$ cat config.mk
export PLATFORM = sky130hd
export DESIGN_NAME = video_playfield
export DESIGN_NICKNAME = d
export VERILOG_FILES = /design/src/rtl/playfield_pkg.sv /design/src/rtl/playfield_expand.sv /design/src/rtl/playfield_fetch.sv /design/src/rtl/playfield_line_addr.sv /design/src/rtl/playfield_scanout.sv /design/src/rtl/video_playfield.sv
export SDC_FILE = /design/constraint.sdc
export NUM_CORES = 1
export LEC_CHECK = 0
export BUFFER_PORTS_ARGS = -buffer_cell sky130_fd_sc_hd__buf_2
export CAP_MARGIN = 0
export CORE_UTILIZATION = 35
export DETAILED_ROUTE_END_ITERATION = 10
export GPL_ROUTABILITY_DRIVEN = 0
export PLACE_DENSITY = 0.52
export SYNTH_ARGS = -nofsm -noshare
export SYNTH_HDL_FRONTEND = slang
export SYNTH_SLANG_ARGS = --single-unit
$ cat constraint.sdc
create_clock -name clk -period 6.2 [get_ports clk]
set_input_delay 1.24 -clock clk [delete_from_list [all_inputs] [get_ports clk]]
set_output_delay 1.24 -clock clk [all_outputs]
set_load 0.02 [all_outputs]
$ cat src/rtl/playfield_pkg.sv
`default_nettype none

package playfield_pkg;

typedef logic [15:0] word_t;                // vram data word
typedef logic [15:0] addr_t;                // vram word address
typedef logic [7:0]  color_t;               // color index
typedef logic [10:0] hres_t;                // horizontal timing count
typedef logic [10:0] hres_vis_t;            // visible horizontal position
typedef logic [1:0]  bpp_t;                 // color depth code
typedef logic [1:0]  repeat_t;              // n gives n+1 copies
typedef logic [63:0] pixels_t;              // eight packed color indices

localparam bpp_t BPP_1_ATTR = 2'd0;         // 1 bpp, fore/back nibbles in same word
localparam bpp_t BPP_4      = 2'd1;         // 4 bpp, two words per group
localparam bpp_t BPP_8      = 2'd2;         // 8 bpp, four words (code 3 acts the same)

localparam int ATTR_FORE_LSB = 12;          // foreground nibble of 1 bpp word
localparam int ATTR_BACK_LSB = 8;           // background nibble of 1 bpp word

localparam int OFFSCREEN_WIDTH = 16;        // h_count of visible column 0
localparam int SCANOUT_LEAD    = 2;         // shift register + output register latency

typedef enum logic [2:0] {
    IDLE,                                   // waiting for mem_fetch
    ADDR,                                   // first address of a group
    WAIT,                                   // read latency, second address
    READ_0,                                 // word0 returned
    READ_1,
    READ_2,
    READ_3                                  // last 8 bpp word
} fetch_st_t;

endpackage

`default_nettype wire

$ cat src/rtl/playfield_expand.sv
`default_nettype none

module playfield_expand (
    input  wire logic                   clk,
    input  wire logic                   reset_i,
    input  wire logic                   mem_fetch_start_i,
    input  wire logic                   words_ready_i,
    input  wire logic                   buf_take_i,
    input  wire playfield_pkg::bpp_t    pf_bpp_i,
    input  wire playfield_pkg::word_t   attr_word_i,
    input  wire playfield_pkg::word_t   data_word0_i,
    input  wire playfield_pkg::word_t   data_word1_i,
    input  wire playfield_pkg::word_t   data_word2_i,
    input  wire playfield_pkg::word_t   data_word3_i,
    output      playfield_pkg::pixels_t pixels_buf_o,     // next 8 pixels, leftmost on top
    output      logic                   buf_full_o
);

playfield_pkg::pixels_t expanded;
playfield_pkg::pixels_t wide;                           // 8 bpp words as-is
logic [31:0]            nibbles;                        // 4 bpp words

always_comb begin
    wide    = {data_word0_i, data_word1_i, data_word2_i, data_word3_i};
    nibbles = {data_word0_i, data_word1_i};
    for (int i = 0; i < 8; i++) begin
        case (pf_bpp_i)
            playfield_pkg::BPP_1_ATTR: begin
                expanded[63-8*i -: 8] = {4'h0, data_word0_i[7-i] ?
                                         attr_word_i[playfield_pkg::ATTR_FORE_LSB +: 4] :
                                         attr_word_i[playfield_pkg::ATTR_BACK_LSB +: 4]};
            end
            playfield_pkg::BPP_4: begin
                expanded[63-8*i -: 8] = {4'h0, nibbles[31-4*i -: 4]};
            end
            default: begin
                expanded[63-8*i -: 8] = wide[63-8*i -: 8];    // 8 bpp and code 3
            end
        endcase
    end
end

always_ff @(posedge clk) begin
    if (reset_i) begin
        buf_full_o <= 1'b0;
    end else begin
        if (buf_take_i) begin
            buf_full_o <= 1'b0;
        end
        if (words_ready_i) begin
            buf_full_o <= 1'b1;                         // new group wins
        end
        if (mem_fetch_start_i) begin
            buf_full_o <= 1'b0;                         // fresh line
        end
    end
end

always_ff @(posedge clk) begin
    if (words_ready_i) begin
        pixels_buf_o <= expanded;
    end
end

endmodule

`default_nettype wire

$ cat src/rtl/playfield_fetch.sv
`default_nettype none

module playfield_fetch (
    input  wire logic                   clk,
    input  wire logic                   reset_i,
    input  wire logic                   mem_fetch_i,
    input  wire logic                   mem_fetch_start_i,
    input  wire logic                   end_of_line_i,
    input  wire logic                   frame_restart_i,
    input  wire playfield_pkg::addr_t   line_start_i,
    input  wire playfield_pkg::addr_t   pf_start_addr_i,
    input  wire playfield_pkg::bpp_t    pf_bpp_i,
    input  wire logic                   buf_full_i,         // no new group while set
    input  wire playfield_pkg::word_t   vram_data_i,
    output      logic                   vram_sel_o,
    output      playfield_pkg::addr_t   vram_addr_o,
    output      logic                   words_ready_o,      // previous group complete
    output      playfield_pkg::word_t   attr_word_o,
    output      playfield_pkg::word_t   data_word0_o,
    output      playfield_pkg::word_t   data_word1_o,
    output      playfield_pkg::word_t   data_word2_o,
    output      playfield_pkg::word_t   data_word3_o
);

playfield_pkg::fetch_st_t state, state_next;
playfield_pkg::addr_t     pf_addr, pf_addr_next;        // running display address
playfield_pkg::addr_t     addr_next;
logic                     issue;                        // put pf_addr on vram bus
logic                     initial_buf, initial_buf_next; // first group of line
logic                     ready_next;

always_comb begin
    state_next       = state;
    initial_buf_next = initial_buf;
    ready_next       = 1'b0;
    issue            = 1'b0;

    case (state)
        playfield_pkg::IDLE: begin
            if (mem_fetch_i) begin
                state_next = playfield_pkg::ADDR;
            end
        end
        playfield_pkg::ADDR: begin
            if (!mem_fetch_i) begin
                state_next = playfield_pkg::IDLE;           // fetch window over
            end else if (!buf_full_i) begin
                issue      = 1'b1;                          // word0
                state_next = playfield_pkg::WAIT;
            end
        end
        playfield_pkg::WAIT: begin
            issue            = (pf_bpp_i != playfield_pkg::BPP_1_ATTR);  // word1
            ready_next       = !initial_buf;                // first group only primes
            initial_buf_next = 1'b0;
            state_next       = playfield_pkg::READ_0;
        end
        playfield_pkg::READ_0: begin
            if (pf_bpp_i == playfield_pkg::BPP_1_ATTR) begin
                state_next = playfield_pkg::ADDR;           // single word group
            end else begin
                issue      = (pf_bpp_i >= playfield_pkg::BPP_8);  // word2
                state_next = playfield_pkg::READ_1;
            end
        end
        playfield_pkg::READ_1: begin
            if (pf_bpp_i == playfield_pkg::BPP_4) begin
                state_next = playfield_pkg::ADDR;
            end else begin
                issue      = 1'b1;                          // word3
                state_next = playfield_pkg::READ_2;
            end
        end
        playfield_pkg::READ_2: state_next = playfield_pkg::READ_3;
        playfield_pkg::READ_3: state_next = playfield_pkg::ADDR;
        default:               state_next = playfield_pkg::IDLE;
    endcase

    addr_next    = issue ? pf_addr : vram_addr_o;
    pf_addr_next = issue ? pf_addr + 1'b1 : pf_addr;
end

always_ff @(posedge clk) begin
    if (reset_i) begin
        state         <= playfield_pkg::IDLE;
        pf_addr       <= '0;
        vram_sel_o    <= 1'b0;
        vram_addr_o   <= '0;
        initial_buf   <= 1'b0;
        words_ready_o <= 1'b0;
    end else begin
        state         <= state_next;
        pf_addr       <= pf_addr_next;
        vram_sel_o    <= issue;
        vram_addr_o   <= addr_next;
        initial_buf   <= initial_buf_next;
        words_ready_o <= ready_next;

        if (mem_fetch_start_i) begin
            initial_buf <= 1'b1;
            pf_addr     <= line_start_i;
        end
        if (end_of_line_i) begin
            state   <= playfield_pkg::IDLE;                 // abandon partial group
            pf_addr <= line_start_i;
        end
        if (frame_restart_i) begin
            pf_addr <= pf_start_addr_i;
        end
    end
end

// capture returned words, two cycles after the address decision
always_ff @(posedge clk) begin
    case (state)
        playfield_pkg::READ_0: begin
            data_word0_o <= vram_data_i;
            attr_word_o  <= vram_data_i;                    // 1 bpp colors share word0
        end
        playfield_pkg::READ_1: data_word1_o <= vram_data_i;
        playfield_pkg::READ_2: data_word2_o <= vram_data_i;
        playfield_pkg::READ_3: data_word3_o <= vram_data_i;
        default: ;
    endcase
end

endmodule

`default_nettype wire

$ cat src/rtl/playfield_line_addr.sv
`default_nettype none

module playfield_line_addr (
    input  wire logic                    clk,
    input  wire logic                    reset_i,
    input  wire logic                    end_of_line_i,
    input  wire logic                    end_of_frame_i,
    input  wire logic                    pf_blank_i,
    input  wire playfield_pkg::addr_t    pf_start_addr_i,
    input  wire playfield_pkg::word_t    pf_line_len_i,
    input  wire playfield_pkg::repeat_t  pf_v_repeat_i,
    output      playfield_pkg::addr_t    line_start_o,     // address of current line
    output      logic                    frame_restart_o   // reload running fetch address
);

playfield_pkg::repeat_t v_count;                        // lines left before advancing

always_ff @(posedge clk) begin
    if (reset_i) begin
        line_start_o    <= '0;
        v_count         <= '0;
        frame_restart_o <= 1'b0;
    end else begin
        frame_restart_o <= end_of_frame_i | pf_blank_i;     // held blank keeps restarting

        if (end_of_line_i) begin
            if (v_count != '0) begin
                v_count      <= v_count - 1'b1;             // repeat same line
            end else begin
                v_count      <= pf_v_repeat_i;
                line_start_o <= line_start_o + pf_line_len_i;   // next source line
            end
        end

        // frame restart wins over line advance
        if (end_of_frame_i || pf_blank_i) begin
            line_start_o <= pf_start_addr_i;
            v_count      <= pf_v_repeat_i;
        end
    end
end

endmodule

`default_nettype wire

$ cat src/rtl/playfield_scanout.sv
`default_nettype none

module playfield_scanout (
    input  wire logic                      clk,
    input  wire logic                      reset_i,
    input  wire playfield_pkg::hres_t      h_count_i,
    input  wire logic                      mem_fetch_i,
    input  wire logic                      mem_fetch_start_i,
    input  wire logic                      end_of_line_i,
    input  wire playfield_pkg::hres_vis_t  vid_left_i,
    input  wire playfield_pkg::hres_vis_t  vid_right_i,
    input  wire playfield_pkg::color_t     border_color_i,
    input  wire playfield_pkg::color_t     pf_colorbase_i,
    input  wire playfield_pkg::repeat_t    pf_h_repeat_i,
    input  wire playfield_pkg::pixels_t    pixels_buf_i,
    output      logic                      buf_take_o,        // buffer copied to shifter
    output      playfield_pkg::color_t     pf_color_index_o
);

localparam playfield_pkg::hres_t H_LEAD =
    playfield_pkg::hres_t'(playfield_pkg::OFFSCREEN_WIDTH - playfield_pkg::SCANOUT_LEAD);

playfield_pkg::hres_t   start_h, end_h;                 // scanout window in h_count
logic                   scan_start, scan_end;
logic                   scanout;                        // shifter running
logic                   shown;                          // a line has begun since reset
playfield_pkg::repeat_t h_cnt;                          // copies left of current pixel
logic [2:0]             pix_idx;                        // pixel within group of 8
logic                   shift_now, reload;
playfield_pkg::pixels_t pixels;                         // shifter, top byte is output

assign start_h    = H_LEAD + vid_left_i;
assign end_h      = H_LEAD + vid_right_i;
assign scan_start = (h_count_i == start_h) && mem_fetch_i;
assign scan_end   = (h_count_i == end_h);
assign shift_now  = scanout && (h_cnt == '0);
assign reload     = shift_now && (pix_idx == 3'd7);     // eighth pixel done

always_ff @(posedge clk) begin
    if (reset_i) begin
        scanout          <= 1'b0;
        shown            <= 1'b0;
        h_cnt            <= '0;
        pix_idx          <= '0;
        buf_take_o       <= 1'b0;
        pf_color_index_o <= '0;
    end else begin
        buf_take_o <= reload | scan_start;
        if (scanout) begin
            h_cnt <= (h_cnt != '0) ? h_cnt - 1'b1 : pf_h_repeat_i;
        end
        if (shift_now) begin
            pix_idx <= pix_idx + 1'b1;                  // wraps to 0 on reload
        end
        if (mem_fetch_start_i) begin
            shown <= 1'b1;
        end
        if (scan_start) begin
            scanout <= 1'b1;
            h_cnt   <= pf_h_repeat_i;
            pix_idx <= '0;
        end
        if (scan_end || end_of_line_i) begin
            scanout <= 1'b0;
        end
        if (shown) begin
            pf_color_index_o <= pixels[63:56] ^ pf_colorbase_i;   // one cycle of latency
        end
    end
end

always_ff @(posedge clk) begin
    if (reload || scan_start) begin
        pixels <= pixels_buf_i;                         // next 8 pixels
    end else if (shift_now) begin
        pixels <= {pixels[55:0], border_color_i};       // border fills behind
    end
    if (mem_fetch_start_i || scan_end || end_of_line_i) begin
        pixels[63:56] <= border_color_i;                // border outside window
    end
end

endmodule

`default_nettype wire

$ cat src/rtl/video_playfield.sv
`default_nettype none

module video_playfield (
    input  wire logic                      clk,
    input  wire logic                      reset_i,
    input  wire playfield_pkg::hres_t      h_count_i,          // horizontal timing count
    input  wire logic                      mem_fetch_i,        // line fetch allowed
    input  wire logic                      mem_fetch_start_i,  // pulse before fetching
    input  wire logic                      end_of_line_i,
    input  wire logic                      end_of_frame_i,
    input  wire playfield_pkg::color_t     border_color_i,
    input  wire playfield_pkg::hres_vis_t  vid_left_i,         // first visible column
    input  wire playfield_pkg::hres_vis_t  vid_right_i,        // last visible column + 1
    input  wire logic                      pf_blank_i,
    input  wire playfield_pkg::addr_t      pf_start_addr_i,
    input  wire playfield_pkg::word_t      pf_line_len_i,      // words per line
    input  wire playfield_pkg::color_t     pf_colorbase_i,
    input  wire playfield_pkg::bpp_t       pf_bpp_i,
    input  wire playfield_pkg::repeat_t    pf_h_repeat_i,
    input  wire playfield_pkg::repeat_t    pf_v_repeat_i,
    input  wire playfield_pkg::word_t      vram_data_i,
    output      logic                      vram_sel_o,
    output      playfield_pkg::addr_t      vram_addr_o,
    output      playfield_pkg::color_t     pf_color_index_o
);

playfield_pkg::addr_t   line_start;                         // start of current line
logic                   frame_restart;
logic                   words_ready;                        // fetch -> expand
playfield_pkg::word_t   attr_word;
playfield_pkg::word_t   data_word0, data_word1, data_word2, data_word3;
logic                   buf_full;                           // expand -> fetch
logic                   buf_take;                           // scanout -> expand
playfield_pkg::pixels_t pixels_buf;

playfield_line_addr line_addr_i (
    .clk(clk), .reset_i(reset_i),
    .end_of_line_i(end_of_line_i), .end_of_frame_i(end_of_frame_i),
    .pf_blank_i(pf_blank_i), .pf_start_addr_i(pf_start_addr_i),
    .pf_line_len_i(pf_line_len_i), .pf_v_repeat_i(pf_v_repeat_i),
    .line_start_o(line_start), .frame_restart_o(frame_restart)
);

playfield_fetch fetch_i (
    .clk(clk), .reset_i(reset_i),
    .mem_fetch_i(mem_fetch_i), .mem_fetch_start_i(mem_fetch_start_i),
    .end_of_line_i(end_of_line_i), .frame_restart_i(frame_restart),
    .line_start_i(line_start), .pf_start_addr_i(pf_start_addr_i),
    .pf_bpp_i(pf_bpp_i), .buf_full_i(buf_full), .vram_data_i(vram_data_i),
    .vram_sel_o(vram_sel_o), .vram_addr_o(vram_addr_o),
    .words_ready_o(words_ready), .attr_word_o(attr_word),
    .data_word0_o(data_word0), .data_word1_o(data_word1),
    .data_word2_o(data_word2), .data_word3_o(data_word3)
);

playfield_expand expand_i (
    .clk(clk), .reset_i(reset_i),
    .mem_fetch_start_i(mem_fetch_start_i), .words_ready_i(words_ready),
    .buf_take_i(buf_take), .pf_bpp_i(pf_bpp_i), .attr_word_i(attr_word),
    .data_word0_i(data_word0), .data_word1_i(data_word1),
    .data_word2_i(data_word2), .data_word3_i(data_word3),
    .pixels_buf_o(pixels_buf), .buf_full_o(buf_full)
);

playfield_scanout scanout_i (
    .clk(clk), .reset_i(reset_i),
    .h_count_i(h_count_i), .mem_fetch_i(mem_fetch_i),
    .mem_fetch_start_i(mem_fetch_start_i), .end_of_line_i(end_of_line_i),
    .vid_left_i(vid_left_i), .vid_right_i(vid_right_i),
    .border_color_i(border_color_i), .pf_colorbase_i(pf_colorbase_i),
    .pf_h_repeat_i(pf_h_repeat_i), .pixels_buf_i(pixels_buf),
    .buf_take_o(buf_take), .pf_color_index_o(pf_color_index_o)
);

endmodule

`default_nettype wire
==> metrics list <==
- Async S/R FF share, synth: 0%
- Crit path setup slack, layout: 2372 ps
- The worst setup path is captured at a flop.
- Before antenna repair, the detailed router went through 5 iterations.
* Die span in x: 192.0 um
- The via count of the first global-routing pass came to 8552.
- Final cell count without fillers: 1708
- Of the available clock period, the critical path in the final layout requires 61.74%.
* Worst vdd rail ir drop: 0.0002689 V
- Final hold violation count: 0
* Area leader, netlist: edfxtp_1
* Total power divided by cell area: 279.0 nW/um2
* Clock Latency Late Sink: 550 ps
* Primary flip-flop cell chosen by synthesis mapping: edfxtp_1
* Maximum fanout along the worst path: 31
- Worst-Margin Slew: 1178 ps
- Mean post-synth cell area: 11.32 um2
* Cell types occupying the most area after synthesis: edfxtp_1, dfxtp_1, mux2_2, mux2i_1, o21ai_0
- Cell Area, Synth: 12630 um2
* Number of synthesis warnings: 0
- Post-DRT Antenna Nets: 0
* Clock root buffer: clkbuf_16
* Footprint of the multi-input gates: 5032 um2
* Via density per instance: 5.111
* Critical path data required time: 6400 ps
* Std cell rows: 69
* Number of setup violations in the final report: 0
- In this run, synthesis inferred 192 flip-flops with an integrated enable.
- The setup path with the least slack is of type in2reg.
- The tree built by TritonCTS fans out to 266 sinks.
* Drt first-iter violations: 544
* Maximum clock skew at final layout: 13.14 ps
- Share of final-layout standard cells stronger than drive strength 1: 21.57%
* Setup crit start kind: input port
* Clock transition at the registers of the reported paths: 60 ps
- The core region is 35570 um2.
- Buffers inserted during clock tree synthesis total 29.
- Synthesized instance count: 1116
- The number of max-slew violations in the final report is 0.
- The first global-routing pass estimated 47050 um of wire.
- Of the synthesized area, sequential elements account for 57.36%.
- Synth cell count leaders: edfxtp_1, nor2_1, nand2_1, o21ai_0, dfxtp_1
- Min-delay worst type: reg2reg
* Count of inserted antenna diode cells: 0
* Worst stage delay on the critical path: 550 ps
* Remaining DRCs: 0
- For the finished layout, the period the worst path requires is 3828 ps.
* Port Buf Inserts: 134
* Maximum root-to-sink buffer count: 3
- Setup repair after global routing left no endpoint under its margin.
- Top flop regs: expand_i.pixels_buf_o: 64 flops, scanout_i.pixels: 64 flops
- The slowest stage of the critical path belongs to the cell nand2b_2.
* Total via count after detailed routing: 8729
- The tool flagged a number of max-cap violations equal to 0.
* Count of pins on the block boundary: 135
- Overflow after GRT: 0
- Area used by sequential logic in the layout: 7248 um2
- Setup fix buffers added after clock tree synthesis: 0
- Fillers: 3439
* Highest Clock Rate: 261.2 MHz
- Total routing resource utilization after global routing: 16.35%
- Compared with the post-synthesis result, the final layout area differs by 16.42%.
- Most frequent cell after synthesis: edfxtp_1
- Register bit count reported by yosys: 266
- Measured on the finished design, the core utilization comes to 41.35%.
- CTS HTree Levels: 1
* Quantity of hold-fixing buffers added after cts: 0
* Wire length per cell: 17.72 um
* Leakage Power: 5.316 nW
- In this run, post-CTS repair resized a total of 0 instances.
* Die Area: 36860 um2
- The initial utilization of the core area, before any placement, comes to 35.52%.
- The number of different library cells used by synthesis comes to 66.
- Outcome: complete, no violations
* Die Y-Extent: 192.0 um
- Worst rel slew slack: 21.44%
* Pre-CTS WS: 1731 ps
- TritonCTS built the clock tree.
- Pin count of the biggest net entering global routing: 93
- The routed design has 30270 um of wire.
* Post-Syn Nets: 1247
- Count of placed standard cells including taps: 1654
- The initial antenna violation count is 0.
* Cell-by-cell trace of the critical path: buf_2 -> or3_4 -> xnor2_1 -> a211oi_1 -> nor2_1 -> or3_1 -> nand2b_2 -> buf_4
* Half-perimeter wire length after placement: 20400 um
- At the worst endpoint, the arrival time is 4030 ps.
* Net count, final: 1355
* Portion of synthesized cell area occupied by the leading cell type: 45.63%
- For the final routed database, the setup TNS stands at 0 ps.
==> where the power goes <==
part           internal [mW]  switching (mW)  leakage [nW]
registers               1.93          0.0316          2.35
clock network           1.08           0.725         0.477
logic                  0.138           0.199          2.49
total                   3.15           0.955          5.32
==> worst paths after layout <==
check                              startpoint                                to  slack (ps)  cells after the start
max reg2reg    scanout_i.scanout$_SDFFE_PP0P_    scanout_i.pixels[56]$_DFFE_PP_        3280                      8
min          fetch_i.initial_buf$_SDFFE_PP0P_  fetch_i.words_ready_o$_SDFF_PP0_         410                      1
min reg2reg  fetch_i.initial_buf$_SDFFE_PP0P_  fetch_i.words_ready_o$_SDFF_PP0_         410                      1
max                             vid_left_i[2]    scanout_i.pixels[36]$_DFFE_PP_        2370                      8
==> per-stage QoR <==
step                hold slack, ps  total power, mW  instance area (um2)
finish                       410.7            4.103                14710
global route                 464.5            4.256                14710
CTS                          412.5            4.150                14710
detailed placement           403.6            2.339                13710
global placement             398.3            2.335                13710
floorplan                    397.8            2.214                12630
==> cell families after synthesis <==
group	share of synthesized area, %
and+or+nand+nor	12.96
muxes	8.843
DFF	57.36
adders and majority gates	2.139
AOI/OAI and AO/OA	12.05
buffers and inverters	2.832
xor gates and xnor gates	3.813
==> layer usage <==
layer | vias to the layer above | global-route usage (%) | wire, um | share of wire [%]
li1 | 4299 | - | - | -
met1 | 4227 | 21.63 | 13790 | 46
met2 | 166 | 28.48 | 14760 | 49
met3 | 37 | 2.156 | 1226 | 4.1
met4 | 0 | 3.301 | 488 | 1.6
met5 | - | 0 | 0 | 0
==> area by class of cell <==
type | instances | share of cell area, %
Clock buffer | 32 | 5.078
Clock inverter | 22 | 1.744
Inverter | 22 | 0.5614
Multi-Input combinational cell | 760 | 34.21
Sequential cell | 266 | 49.28
Tap cell | 461 | 3.921
Timing Repair Buffer | 145 | 5.206
==> layout by cell type, fill, tap and decap left out, drive strengths merged, types with 5 or more instances in the layout <==
master    synthesis  final
edfxtp          192    192
buf              13    145
nor2            107    107
nand2            95     95
o21ai            82     82
dfxtp            74     74
a21oi            71     71
mux2             58     58
mux2i            46     46
and2             40     40
xnor2            36     36
clkbuf           55     32
inv              22     24
nor3             23     23
ha               20     20
xor2             19     19
a211oi           19     19
nor2b            10     10
o2111ai          10     10
a311oi           10     10
or3              10     10
and3              9      9
clkinv            0      9
o211ai            8      8
nand3             8      8
o22ai             8      8
a21o              7      7
nand2b            7      7
nand4             6      6
nand3b            6      6
a211o             6      6
clkinvlp          0      6
bufinv            0      5
==> worst max-delay path, delay by kind of cell <==
| family | cells | cell delay [ps] |
|---|---|---|
| and+or+nand+nor | 4 | 1510 |
| xor gates and xnor gates | 1 | 130 |
| buffers and inverters | 2 | 630 |
| AOI/OAI and AO/OA | 1 | 470 |
Power figures use the tool's default switching activity.
